==> src/u2_ctrl_pkg.sv <==
/*
 * Shared definitions for the radio control core
 *  - settings bus and readback word types
 *  - VITA time and LED vector types
 *  - settings register map and readback word indices
 *  - compatibility number and LED source reset value
 */
package u2_ctrl_pkg;

   typedef logic [7:0]  set_addr_t;
   typedef logic [31:0] set_data_t;
   // Seconds in the upper word, ticks in the lower word
   typedef logic [63:0] vita_time_t;
   typedef logic [7:0]  led_t;
   typedef logic [3:0]  rb_index_t;
   typedef logic [1:0]  axi_resp_t;

   // AXI4-Lite byte address width
   localparam int AXI_ADDR_W = 10;
   localparam axi_resp_t RESP_OKAY = 2'b00;

   ////////////////////
   // Settings register map
   localparam set_addr_t SR_MISC   = 8'd0;   // 7 regs
   localparam set_addr_t SR_TIME64 = 8'd10;  // 3 regs

   ////////////////////
   // Readback word indices
   localparam rb_index_t RB_TIME_HI = 4'd10;
   localparam rb_index_t RB_TIME_LO = 4'd11;
   localparam rb_index_t RB_COMPAT  = 4'd12;
   localparam rb_index_t RB_STATUS  = 4'd13;
   localparam rb_index_t RB_PPS_HI  = 4'd14;
   localparam rb_index_t RB_PPS_LO  = 4'd15;

   // Major 9, minor 0
   localparam set_data_t COMPAT_NUM = {16'd9, 16'd0};

   // Hardware drives run and clock status LEDs out of reset
   localparam led_t LED_SRC_RESET = 8'b0001_1110;

endpackage

==> src/axil_settings_slave.sv <==
/*
 * AXI4-Lite slave for the settings bus
 *  - writes become one-cycle settings strobes
 *  - reads go through the registered readback mux
 *  - responses held under back-pressure
 */
`timescale 1ns/1ns

module axil_settings_slave import u2_ctrl_pkg::*; (
   input  logic                  dsp_clk,
   input  logic                  rst_n_i,
   input  logic [AXI_ADDR_W-1:0] s_axi_awaddr_i,
   input  logic                  s_axi_awvalid_i,
   output logic                  s_axi_awready_o,
   input  set_data_t             s_axi_wdata_i,
   input  logic                  s_axi_wvalid_i,
   output logic                  s_axi_wready_o,
   output logic                  s_axi_bvalid_o,
   output axi_resp_t             s_axi_bresp_o,
   input  logic                  s_axi_bready_i,
   input  logic [AXI_ADDR_W-1:0] s_axi_araddr_i,
   input  logic                  s_axi_arvalid_i,
   output logic                  s_axi_arready_o,
   output logic                  s_axi_rvalid_o,
   output set_data_t             s_axi_rdata_o,
   output axi_resp_t             s_axi_rresp_o,
   input  logic                  s_axi_rready_i,
   input  set_data_t             rb_data_i,
   output logic                  set_stb_o,
   output set_addr_t             set_addr_o,
   output set_data_t             set_data_o,
   output rb_index_t             rb_index_o
);

   typedef enum logic [1:0] {IDLE, WRITE_RESP, READ_WAIT, READ_RESP} state_t;

   state_t    state_q;
   logic      wr_start;
   logic      rd_start;
   set_data_t rdata_q;
   logic      rdata_held_q;

   // Write wins when both channels are ready to go
   assign wr_start = (state_q == IDLE) && s_axi_awvalid_i && s_axi_wvalid_i;
   assign rd_start = (state_q == IDLE) && !(s_axi_awvalid_i && s_axi_wvalid_i) &&
                     s_axi_arvalid_i;

   assign s_axi_awready_o = wr_start;
   assign s_axi_wready_o  = wr_start;
   assign s_axi_arready_o = rd_start;
   assign s_axi_bvalid_o  = (state_q == WRITE_RESP);
   assign s_axi_bresp_o   = RESP_OKAY;
   assign s_axi_rvalid_o  = (state_q == READ_RESP);
   assign s_axi_rresp_o   = RESP_OKAY;

   // Mux output keeps moving for time words, so freeze it while stalled
   assign s_axi_rdata_o = rdata_held_q ? rdata_q : rb_data_i;

   ////////////////////
   // Control FSM
   always_ff @(posedge dsp_clk) begin
      if (!rst_n_i) begin
         state_q      <= IDLE;
         set_stb_o    <= 1'b0;
         rb_index_o   <= '0;
         rdata_held_q <= 1'b0;
      end else begin
         set_stb_o <= wr_start;
         case (state_q)
            IDLE: begin
               rdata_held_q <= 1'b0;
               if (wr_start) begin
                  state_q <= WRITE_RESP;
               end else if (rd_start) begin
                  state_q    <= READ_WAIT;
                  rb_index_o <= s_axi_araddr_i[5:2];
               end
            end
            WRITE_RESP: begin
               if (s_axi_bready_i)
                  state_q <= IDLE;
            end
            // Mux registers the selected word here
            READ_WAIT: state_q <= READ_RESP;
            READ_RESP: begin
               if (s_axi_rready_i) begin
                  state_q      <= IDLE;
                  rdata_held_q <= 1'b0;
               end else begin
                  rdata_held_q <= 1'b1;
               end
            end
            default: state_q <= IDLE;
         endcase
      end
   end

   ////////////////////
   // Payload registers
   always_ff @(posedge dsp_clk) begin
      if (wr_start) begin
         set_addr_o <= s_axi_awaddr_i[AXI_ADDR_W-1:2];
         set_data_o <= s_axi_wdata_i;
      end
      if (state_q == READ_RESP && !rdata_held_q)
         rdata_q <= rb_data_i;
   end

endmodule

==> src/vita_timer.sv <==
/*
 * 64-bit VITA time counter
 *  - seconds and ticks, ticks wrap at TICKS_PER_SEC
 *  - staged load applied at once or on the next PPS edge
 *  - time captured at every PPS edge
 */
`timescale 1ns/1ns

module vita_timer import u2_ctrl_pkg::*; #(
   parameter logic [31:0] TICKS_PER_SEC = 32'd100_000_000
) (
   input  logic       dsp_clk,
   input  logic       rst_n_i,
   input  logic       set_stb_i,
   input  set_addr_t  set_addr_i,
   input  set_data_t  set_data_i,
   input  logic       pps_i,
   output vita_time_t vita_time_o,
   output vita_time_t vita_time_pps_o
);

   logic [31:0] secs_q;
   logic [31:0] ticks_q;
   logic [31:0] secs_stage_q;
   logic [31:0] ticks_stage_q;
   vita_time_t  staged;
   logic [2:0]  pps_sync_q;
   logic        pps_edge;
   logic        commit;
   logic        load_armed_q;

   assign vita_time_o = {secs_q, ticks_q};
   assign staged      = {secs_stage_q, ticks_stage_q};

   // Two sync flops, third one for the edge
   assign pps_edge = pps_sync_q[1] & ~pps_sync_q[2];
   assign commit   = set_stb_i && (set_addr_i == SR_TIME64 + 8'd2);

   // Staged time
   always_ff @(posedge dsp_clk) begin
      if (set_stb_i && set_addr_i == SR_TIME64)
         secs_stage_q <= set_data_i;
      if (set_stb_i && set_addr_i == SR_TIME64 + 8'd1)
         ticks_stage_q <= set_data_i;
   end

   always_ff @(posedge dsp_clk) begin
      if (!rst_n_i) begin
         pps_sync_q      <= '0;
         secs_q          <= '0;
         ticks_q         <= '0;
         vita_time_pps_o <= '0;
         load_armed_q    <= 1'b0;
      end else begin
         pps_sync_q <= {pps_sync_q[1:0], pps_i};

         if (commit && set_data_i[0]) begin
            {secs_q, ticks_q} <= staged;
         end else if (pps_edge && load_armed_q) begin
            {secs_q, ticks_q} <= staged;
         end else if (ticks_q == TICKS_PER_SEC - 1) begin
            ticks_q <= '0;
            secs_q  <= secs_q + 32'd1;
         end else begin
            ticks_q <= ticks_q + 32'd1;
         end

         // Armed edge reports the loaded time
         if (pps_edge)
            vita_time_pps_o <= load_armed_q ? staged : vita_time_o;

         if (commit)
            load_armed_q <= ~set_data_i[0];
         else if (pps_edge)
            load_armed_q <= 1'b0;
      end
   end

endmodule

==> src/misc_settings.sv <==
/*
 * Miscellaneous setting registers
 *  - clock generator, serializer and converter control
 *  - phy reset, software LEDs and LED source select
 */
`timescale 1ns/1ns

module misc_settings import u2_ctrl_pkg::*; (
   input  logic       dsp_clk,
   input  logic       rst_n_i,
   input  logic       set_stb_i,
   input  set_addr_t  set_addr_i,
   input  set_data_t  set_data_i,
   input  logic       run_rx_i,
   input  logic       run_tx_i,
   input  logic       clk_status_i,
   output led_t       leds_o,
   output logic [4:0] clk_ctrl_o,
   output logic [3:0] ser_ctrl_o,
   output logic [3:0] adc_ctrl_o,
   output logic       phy_reset_n_o
);

   led_t led_sw_q;
   led_t led_src_q;
   led_t led_hw;
   logic phy_reset_q;

   always_ff @(posedge dsp_clk) begin
      if (!rst_n_i) begin
         clk_ctrl_o  <= '0;
         ser_ctrl_o  <= '0;
         adc_ctrl_o  <= '0;
         led_sw_q    <= '0;
         phy_reset_q <= 1'b0;
         led_src_q   <= LED_SRC_RESET;
      end else if (set_stb_i) begin
         case (set_addr_i)
            SR_MISC + 8'd0: clk_ctrl_o  <= set_data_i[4:0];
            SR_MISC + 8'd1: ser_ctrl_o  <= set_data_i[3:0];
            SR_MISC + 8'd2: adc_ctrl_o  <= set_data_i[3:0];
            SR_MISC + 8'd3: led_sw_q    <= set_data_i[7:0];
            SR_MISC + 8'd4: phy_reset_q <= set_data_i[0];
            SR_MISC + 8'd6: led_src_q   <= set_data_i[7:0];
            default: ;
         endcase
      end
   end

   assign phy_reset_n_o = ~phy_reset_q;

   ////////////////////
   // LEDs, source bit 1 = hardware, 0 = software
   // Bit 1 is the serializer link LED, dark without the link
   assign led_hw = {3'b000, run_tx_i, run_rx_i, clk_status_i, 2'b00};
   assign leds_o = (led_src_q & led_hw) | (~led_src_q & led_sw_q);

endmodule

==> src/readback_mux.sv <==
/*
 * Registered readback select over 16 words
 */
`timescale 1ns/1ns

module readback_mux import u2_ctrl_pkg::*; (
   input  logic       dsp_clk,
   input  logic       rst_n_i,
   input  rb_index_t  rb_index_i,
   input  vita_time_t vita_time_i,
   input  vita_time_t vita_time_pps_i,
   input  logic       clk_status_i,
   output set_data_t  rb_data_o
);

   set_data_t status_word;

   // Bit 10 would be serializer link up
   assign status_word = {20'd0, clk_status_i, 1'b0, 10'd0};

   always_ff @(posedge dsp_clk) begin
      if (!rst_n_i) begin
         rb_data_o <= '0;
      end else begin
         case (rb_index_i)
            RB_TIME_HI: rb_data_o <= vita_time_i[63:32];
            RB_TIME_LO: rb_data_o <= vita_time_i[31:0];
            RB_COMPAT:  rb_data_o <= COMPAT_NUM;
            RB_STATUS:  rb_data_o <= status_word;
            RB_PPS_HI:  rb_data_o <= vita_time_pps_i[63:32];
            RB_PPS_LO:  rb_data_o <= vita_time_pps_i[31:0];
            // Words 0 to 9 are unused
            default:    rb_data_o <= '0;
         endcase
      end
   end

endmodule

==> src/u2_ctrl_core.sv <==
/*
 * Control plane top level
 *  - AXI4-Lite settings slave
 *  - VITA time counter
 *  - misc setting registers and LED mux
 *  - readback mux
 */
`timescale 1ns/1ns

module u2_ctrl_core import u2_ctrl_pkg::*; #(
   parameter logic [31:0] TICKS_PER_SEC = 32'd100_000_000
) (
   input  logic                  dsp_clk,
   input  logic                  rst_n_i,
   input  logic [AXI_ADDR_W-1:0] s_axi_awaddr_i,
   input  logic                  s_axi_awvalid_i,
   output logic                  s_axi_awready_o,
   input  set_data_t             s_axi_wdata_i,
   input  logic                  s_axi_wvalid_i,
   output logic                  s_axi_wready_o,
   output logic                  s_axi_bvalid_o,
   output axi_resp_t             s_axi_bresp_o,
   input  logic                  s_axi_bready_i,
   input  logic [AXI_ADDR_W-1:0] s_axi_araddr_i,
   input  logic                  s_axi_arvalid_i,
   output logic                  s_axi_arready_o,
   output logic                  s_axi_rvalid_o,
   output set_data_t             s_axi_rdata_o,
   output axi_resp_t             s_axi_rresp_o,
   input  logic                  s_axi_rready_i,
   input  logic                  pps_i,
   input  logic                  run_rx_i,
   input  logic                  run_tx_i,
   input  logic                  clk_status_i,
   output led_t                  leds_o,
   output logic [4:0]            clk_ctrl_o,
   output logic [3:0]            ser_ctrl_o,
   output logic [3:0]            adc_ctrl_o,
   output logic                  phy_reset_n_o
);

   logic       set_stb;
   set_addr_t  set_addr;
   set_data_t  set_data;
   rb_index_t  rb_index;
   set_data_t  rb_data;
   vita_time_t vita_time;
   vita_time_t vita_time_pps;

   ////////////////////
   // Settings bus
   axil_settings_slave axil_settings_slave_i (
      .dsp_clk(dsp_clk), .rst_n_i(rst_n_i),
      .s_axi_awaddr_i(s_axi_awaddr_i), .s_axi_awvalid_i(s_axi_awvalid_i),
      .s_axi_awready_o(s_axi_awready_o),
      .s_axi_wdata_i(s_axi_wdata_i), .s_axi_wvalid_i(s_axi_wvalid_i),
      .s_axi_wready_o(s_axi_wready_o),
      .s_axi_bvalid_o(s_axi_bvalid_o), .s_axi_bresp_o(s_axi_bresp_o),
      .s_axi_bready_i(s_axi_bready_i),
      .s_axi_araddr_i(s_axi_araddr_i), .s_axi_arvalid_i(s_axi_arvalid_i),
      .s_axi_arready_o(s_axi_arready_o),
      .s_axi_rvalid_o(s_axi_rvalid_o), .s_axi_rdata_o(s_axi_rdata_o),
      .s_axi_rresp_o(s_axi_rresp_o), .s_axi_rready_i(s_axi_rready_i),
      .rb_data_i(rb_data),
      .set_stb_o(set_stb), .set_addr_o(set_addr), .set_data_o(set_data),
      .rb_index_o(rb_index)
   );

   ////////////////////
   // Timing and settings
   vita_timer #(.TICKS_PER_SEC(TICKS_PER_SEC)) vita_timer_i (
      .dsp_clk(dsp_clk), .rst_n_i(rst_n_i),
      .set_stb_i(set_stb), .set_addr_i(set_addr), .set_data_i(set_data),
      .pps_i(pps_i), .vita_time_o(vita_time), .vita_time_pps_o(vita_time_pps)
   );

   misc_settings misc_settings_i (
      .dsp_clk(dsp_clk), .rst_n_i(rst_n_i),
      .set_stb_i(set_stb), .set_addr_i(set_addr), .set_data_i(set_data),
      .run_rx_i(run_rx_i), .run_tx_i(run_tx_i), .clk_status_i(clk_status_i),
      .leds_o(leds_o), .clk_ctrl_o(clk_ctrl_o), .ser_ctrl_o(ser_ctrl_o),
      .adc_ctrl_o(adc_ctrl_o), .phy_reset_n_o(phy_reset_n_o)
   );

   readback_mux readback_mux_i (
      .dsp_clk(dsp_clk), .rst_n_i(rst_n_i), .rb_index_i(rb_index),
      .vita_time_i(vita_time), .vita_time_pps_i(vita_time_pps),
      .clk_status_i(clk_status_i), .rb_data_o(rb_data)
   );

endmodule

==> config.mk <==
export PLATFORM = sky130hd
export DESIGN_NAME = u2_ctrl_core
export DESIGN_NICKNAME = d
export VERILOG_FILES = /design/src/u2_ctrl_pkg.sv /design/src/axil_settings_slave.sv /design/src/vita_timer.sv /design/src/misc_settings.sv /design/src/readback_mux.sv /design/src/u2_ctrl_core.sv
export SDC_FILE = /design/constraint.sdc
export NUM_CORES = 1
export LEC_CHECK = 0
export BUFFER_PORTS_ARGS = -buffer_cell sky130_fd_sc_hd__buf_4
export CAP_MARGIN = 20
export CORE_ASPECT_RATIO = 1.25
export CORE_MARGIN = 5
export CORE_UTILIZATION = 54
export CTS_BUF_LIST = sky130_fd_sc_hd__clkbuf_16
export DETAILED_ROUTE_END_ITERATION = 8
export PLACE_DENSITY = 0.86
export SYNTH_ARGS = -nofsm -noshare
export SYNTH_HDL_FRONTEND = slang
export SYNTH_SLANG_ARGS = --single-unit
==> constraint.sdc <==
create_clock -name dsp_clk -period 4.38 [get_ports dsp_clk]
set_input_delay 0 -clock dsp_clk [delete_from_list [all_inputs] [get_ports dsp_clk]]
set_output_delay 0 -clock dsp_clk [all_outputs]
set_load 0.03 [all_outputs]
==> flow_summary_export.csv <==
group,metric,value,unit
layout,finalNonFillerCells,1729,
synth,synthCells,1247,
timing,slew_violations,0,
drt,first_iter_violations,1308,
power_and_ir_drop,leakage,5.616,nW
status,status,"complete, no violations",
timing,skew,0.01014,ns
synth,synthDistinctLibCells,54,
drt,viasPerCell,6.153,
floorplanning,die_w,154.0,microns
critical_path,crit_buf_inv,1,
timing,setup_tns,0,ns
cts,clockBufferDepth,3,
synth,synth_seq_cells,338,
layout,fill_cells,1911,
worst_hold_path,holdCritStartpoint,"s_axi_arvalid_i",
synth,yosysSeqAreaShare,0.5806,
floorplanning,core,25760,sq um
floorplanning,dieArea,29270,sq um
cts,cts_root_buf,"clkbuf_16",
global_route,grt_first_pass_wirelength,55310,microns
global_route,grt_max_degree,92,
critical_path,start_kind,"flip-flop",
drt,drcViolationCount,0,
synth,synth_edf_count,136,
placement,io_buffers,113,
synth,syn_avg_cell_area,11.23,sq um
timing,rsz0062_at_grt,"no",
timing,post-route-min-period,3.024,ns
job,maxCapViolCount,0,
power_and_ir_drop,p_per_area,394.9,nW/um^2
timing,slew_headroom,0.2747,
critical_path,crit_type,"reg2reg",
synth,async_flop_share,0,
drt,antenna_left,0,
layout,syn_to_final_growth,17.98,%
cts,post_cts_buffers,0,
layout,drive_above_1_share,0.1634,
placement,place.gp.congestion,0.8984,
cts,worstSkewPairLatency,0.55,ns
critical_path,path_cells,"or4_1, nor4_1, a21oi_4, buf_4, nand3_1, o2bb2ai_1",
global_route,gr-total-overflow,0,
critical_path,r2r_start,"axil_settings_slave_i.set_addr_o[5]",
placement,place_inst,1620,
floorplanning,ioPinCount,126,
critical_path,arrival,3.43,ns
cts,cts_resized,0,
drt,drt-pass1-iter-count,6,
critical_path,critPathTopFamily,"simple AND/OR/NAND/NOR gates",
synth,yosys_warnings,0,
synth,syn_area,14000,sq um
critical_path,max_stage_delay,0.64,ns
drt,vias,10640,
timing,fmax,330.7,MHz
cts,htree_levels,1,
timing,hold_violations,0,
global_route,grt_pass1_vias,10820,
critical_path,end_kind,"flip-flop",
drt,routed_wl,34370,microns
layout,fin_util,0.6411,
critical_path,cpMaxStageDelayCell,"nor4_1",
layout,fin_nets,1436,
floorplanning,fp-row-count,66,
timing,finalSetupViolCount,0,
cts,clkSinkCount,338,
layout,diodes,0,
power_and_ir_drop,peakVddDrop,0.0003428,V
drt,wl_per_cell,19.88,microns
critical_path,path_max_fanout,34,
critical_path,critPathLaunch,"axil_settings_slave_i.set_addr_o[5]",
cts,numCtsBuffers,30,
global_route,antenna_found_initial,0,
timing,fin_crit_sh,0.6905,
synth,synth_ff_type,"dfxtp_1",
floorplanning,start_util,0.5434,
placement,dp_hpwl,22100,microns
global_route,grtUsageTotal,0.2281,
timing,worst_pin_slew,1.080,ns
cts,cts.clk_slew.worst_paths,0.06,ns
cts,cts_tree,"yes",
worst_hold_path,min_path_type,"in2reg",
critical_path,required,4.79,ns
floorplanning,die_h,190.0,microns
worst min-delay path: cells and delay by family:
kind	cells	cell delay, ns
simple gates	2	0.30
mux	1	0.11
buf+inv	1	0.12
cells in the mapped netlist (9+ instances only):
master     number  area [sq um]
dfxtp_1       202          4044
edfxtp_1      136          4084
nor2_1        115         431.7
mux2i_1        99         991.0
nand2_1        76         285.3
a211oi_1       75         563.0
clkbuf_1       65         244.0
a21oi_1        56         280.3
o21ai_0        46         230.2
mux2_2         37         416.7
a222oi_1       30         300.3
nand3_1        30         150.1
nand4_1        26         162.7
a31oi_1        21         131.4
xnor2_1        20         175.2
xor2_1         19         166.4
nor4_1         18         112.6
o2bb2ai_1      15         131.4
buf_1          13         48.80
buf_2          12         60.06
or4_1          12         90.09
and2_1         11         68.82
inv_1          11         41.29
nor3_1         10         50.05
or3_1          10         62.56
and4_1          9         78.83
nor2b_1         9         56.30
report_power, final:
part / switching, mW / total (mW) / leakage (nW) / internal, mW
clock network: 1.11 / 2.51 / 0.467 / 1.39
registers: 0.0941 / 3.53 / 2.87 / 3.43
logic: 0.284 / 0.487 / 2.28 / 0.203
logic make-up (layout without fill, tap and decap cells):
group / Yosys count / count (layout) / share of synthesized area
multiplexers: 136 / 136 / 0.1005
AO/OA/AOI/OAI: 261 / 261 / 0.1269
other: 1 / 4 / 0.0002679
buffers and inverters: 110 / 249 / 0.03307
AND/OR/NAND/NOR: 355 / 355 / 0.1280
adder cells (fa/ha/maj): 7 / 7 / 0.006256
XOR/XNOR: 39 / 39 / 0.02440
flip-flops: 338 / 338 / 0.5806
per-layer routing:
layer | wire, microns | GRT usage | up-vias
met5 | 0 | 0 | -
met4 | 1319 | 0.09208 | 0
met3 | 2840 | 0.03436 | 116
met2 | 16840 | 0.3948 | 564
met1 | 13380 | 0.2867 | 5052
li1 | - | - | 4907
cell usage in the layout (no fill, tap or decap), drive strengths merged, types with 31 or more instances in the layout:
cell type / netlist / final
o21ai: 46 / 46
mux2: 37 / 37
nor2: 116 / 116
mux2i: 99 / 99
a211oi: 75 / 75
edfxtp: 136 / 136
dlygate4sd3: 0 / 52
buf: 32 / 130
clkbuf: 66 / 31
a21oi: 56 / 56
dfxtp: 202 / 202
nand2: 76 / 76
cell type report:
type | instances | area (sq um) | share of cell area
inverter | 12 | 46.29 | 0.002803
clock inverter | 24 | 163.9 | 0.009923
multi-input combinational | 802 | 5468 | 0.3310
timing repair buffer | 182 | 1506 | 0.09120
tap | 340 | 425.4 | 0.02576
clock buffer | 31 | 775.7 | 0.04697
sequential | 338 | 8132 | 0.4923
metrics by stage:
stage | total power, mW | setup slack [ns] | cell area, sq um | hold WS [ns]
after floorplan | 3.857 | 0.5441 | 14020 | 0.09887
after global placement | 3.992 | 1.493 | 15030 | 0.1782
after detailed placement | 4.023 | 1.396 | 15030 | 0.1795
after CTS | 6.540 | 1.365 | 16490 | 0.005995
after global routing | 6.737 | 1.174 | 16520 | 0.06028
final | 6.523 | 1.356 | 16520 | 0.02682
registers in the layout (all words and copies together) (netlist names):
register,cells
vita_timer_i.ticks_stage_q,32
misc_settings_i.ser_ctrl_o,4
axil_settings_slave_i.rdata_q,32
vita_timer_i.ticks_q,32
axil_settings_slave_i.rb_index_o,4
axil_settings_slave_i.state_q,2
vita_timer_i.vita_time_pps_o,64
axil_settings_slave_i.set_stb_o,1
readback_mux_i.rb_data_o,32
misc_settings_i.led_src_q,8
vita_timer_i.secs_q,32
vita_timer_i.load_armed_q,1
misc_settings_i.led_sw_q,8
vita_timer_i.secs_stage_q,32
axil_settings_slave_i.rdata_held_q,1
misc_settings_i.clk_ctrl_o,5
axil_settings_slave_i.set_addr_o,8
misc_settings_i.adc_ctrl_o,4
misc_settings_i.phy_reset_q,1
axil_settings_slave_i.set_data_o,32
vita_timer_i.pps_sync_q,3
path summary, 6_finish.rpt:
kind                            cells past startpoint  slack (ns)                                   to
worst min register to register                      0        0.43    axil_settings_slave_i.rdata_q[28]
worst min-delay path                                4        0.03  axil_settings_slave_i.rb_index_o[0]
worst max register to register                      6        1.36             vita_timer_i.ticks_q[22]
worst max-delay path                                6        1.36             vita_timer_i.ticks_q[22]
timing repair:
item,CTS,global route
hold endpoints to repair,83,0
setup endpoints to repair,0,0
hold buffers,52,0
Power figures use the tool's default switching activity.
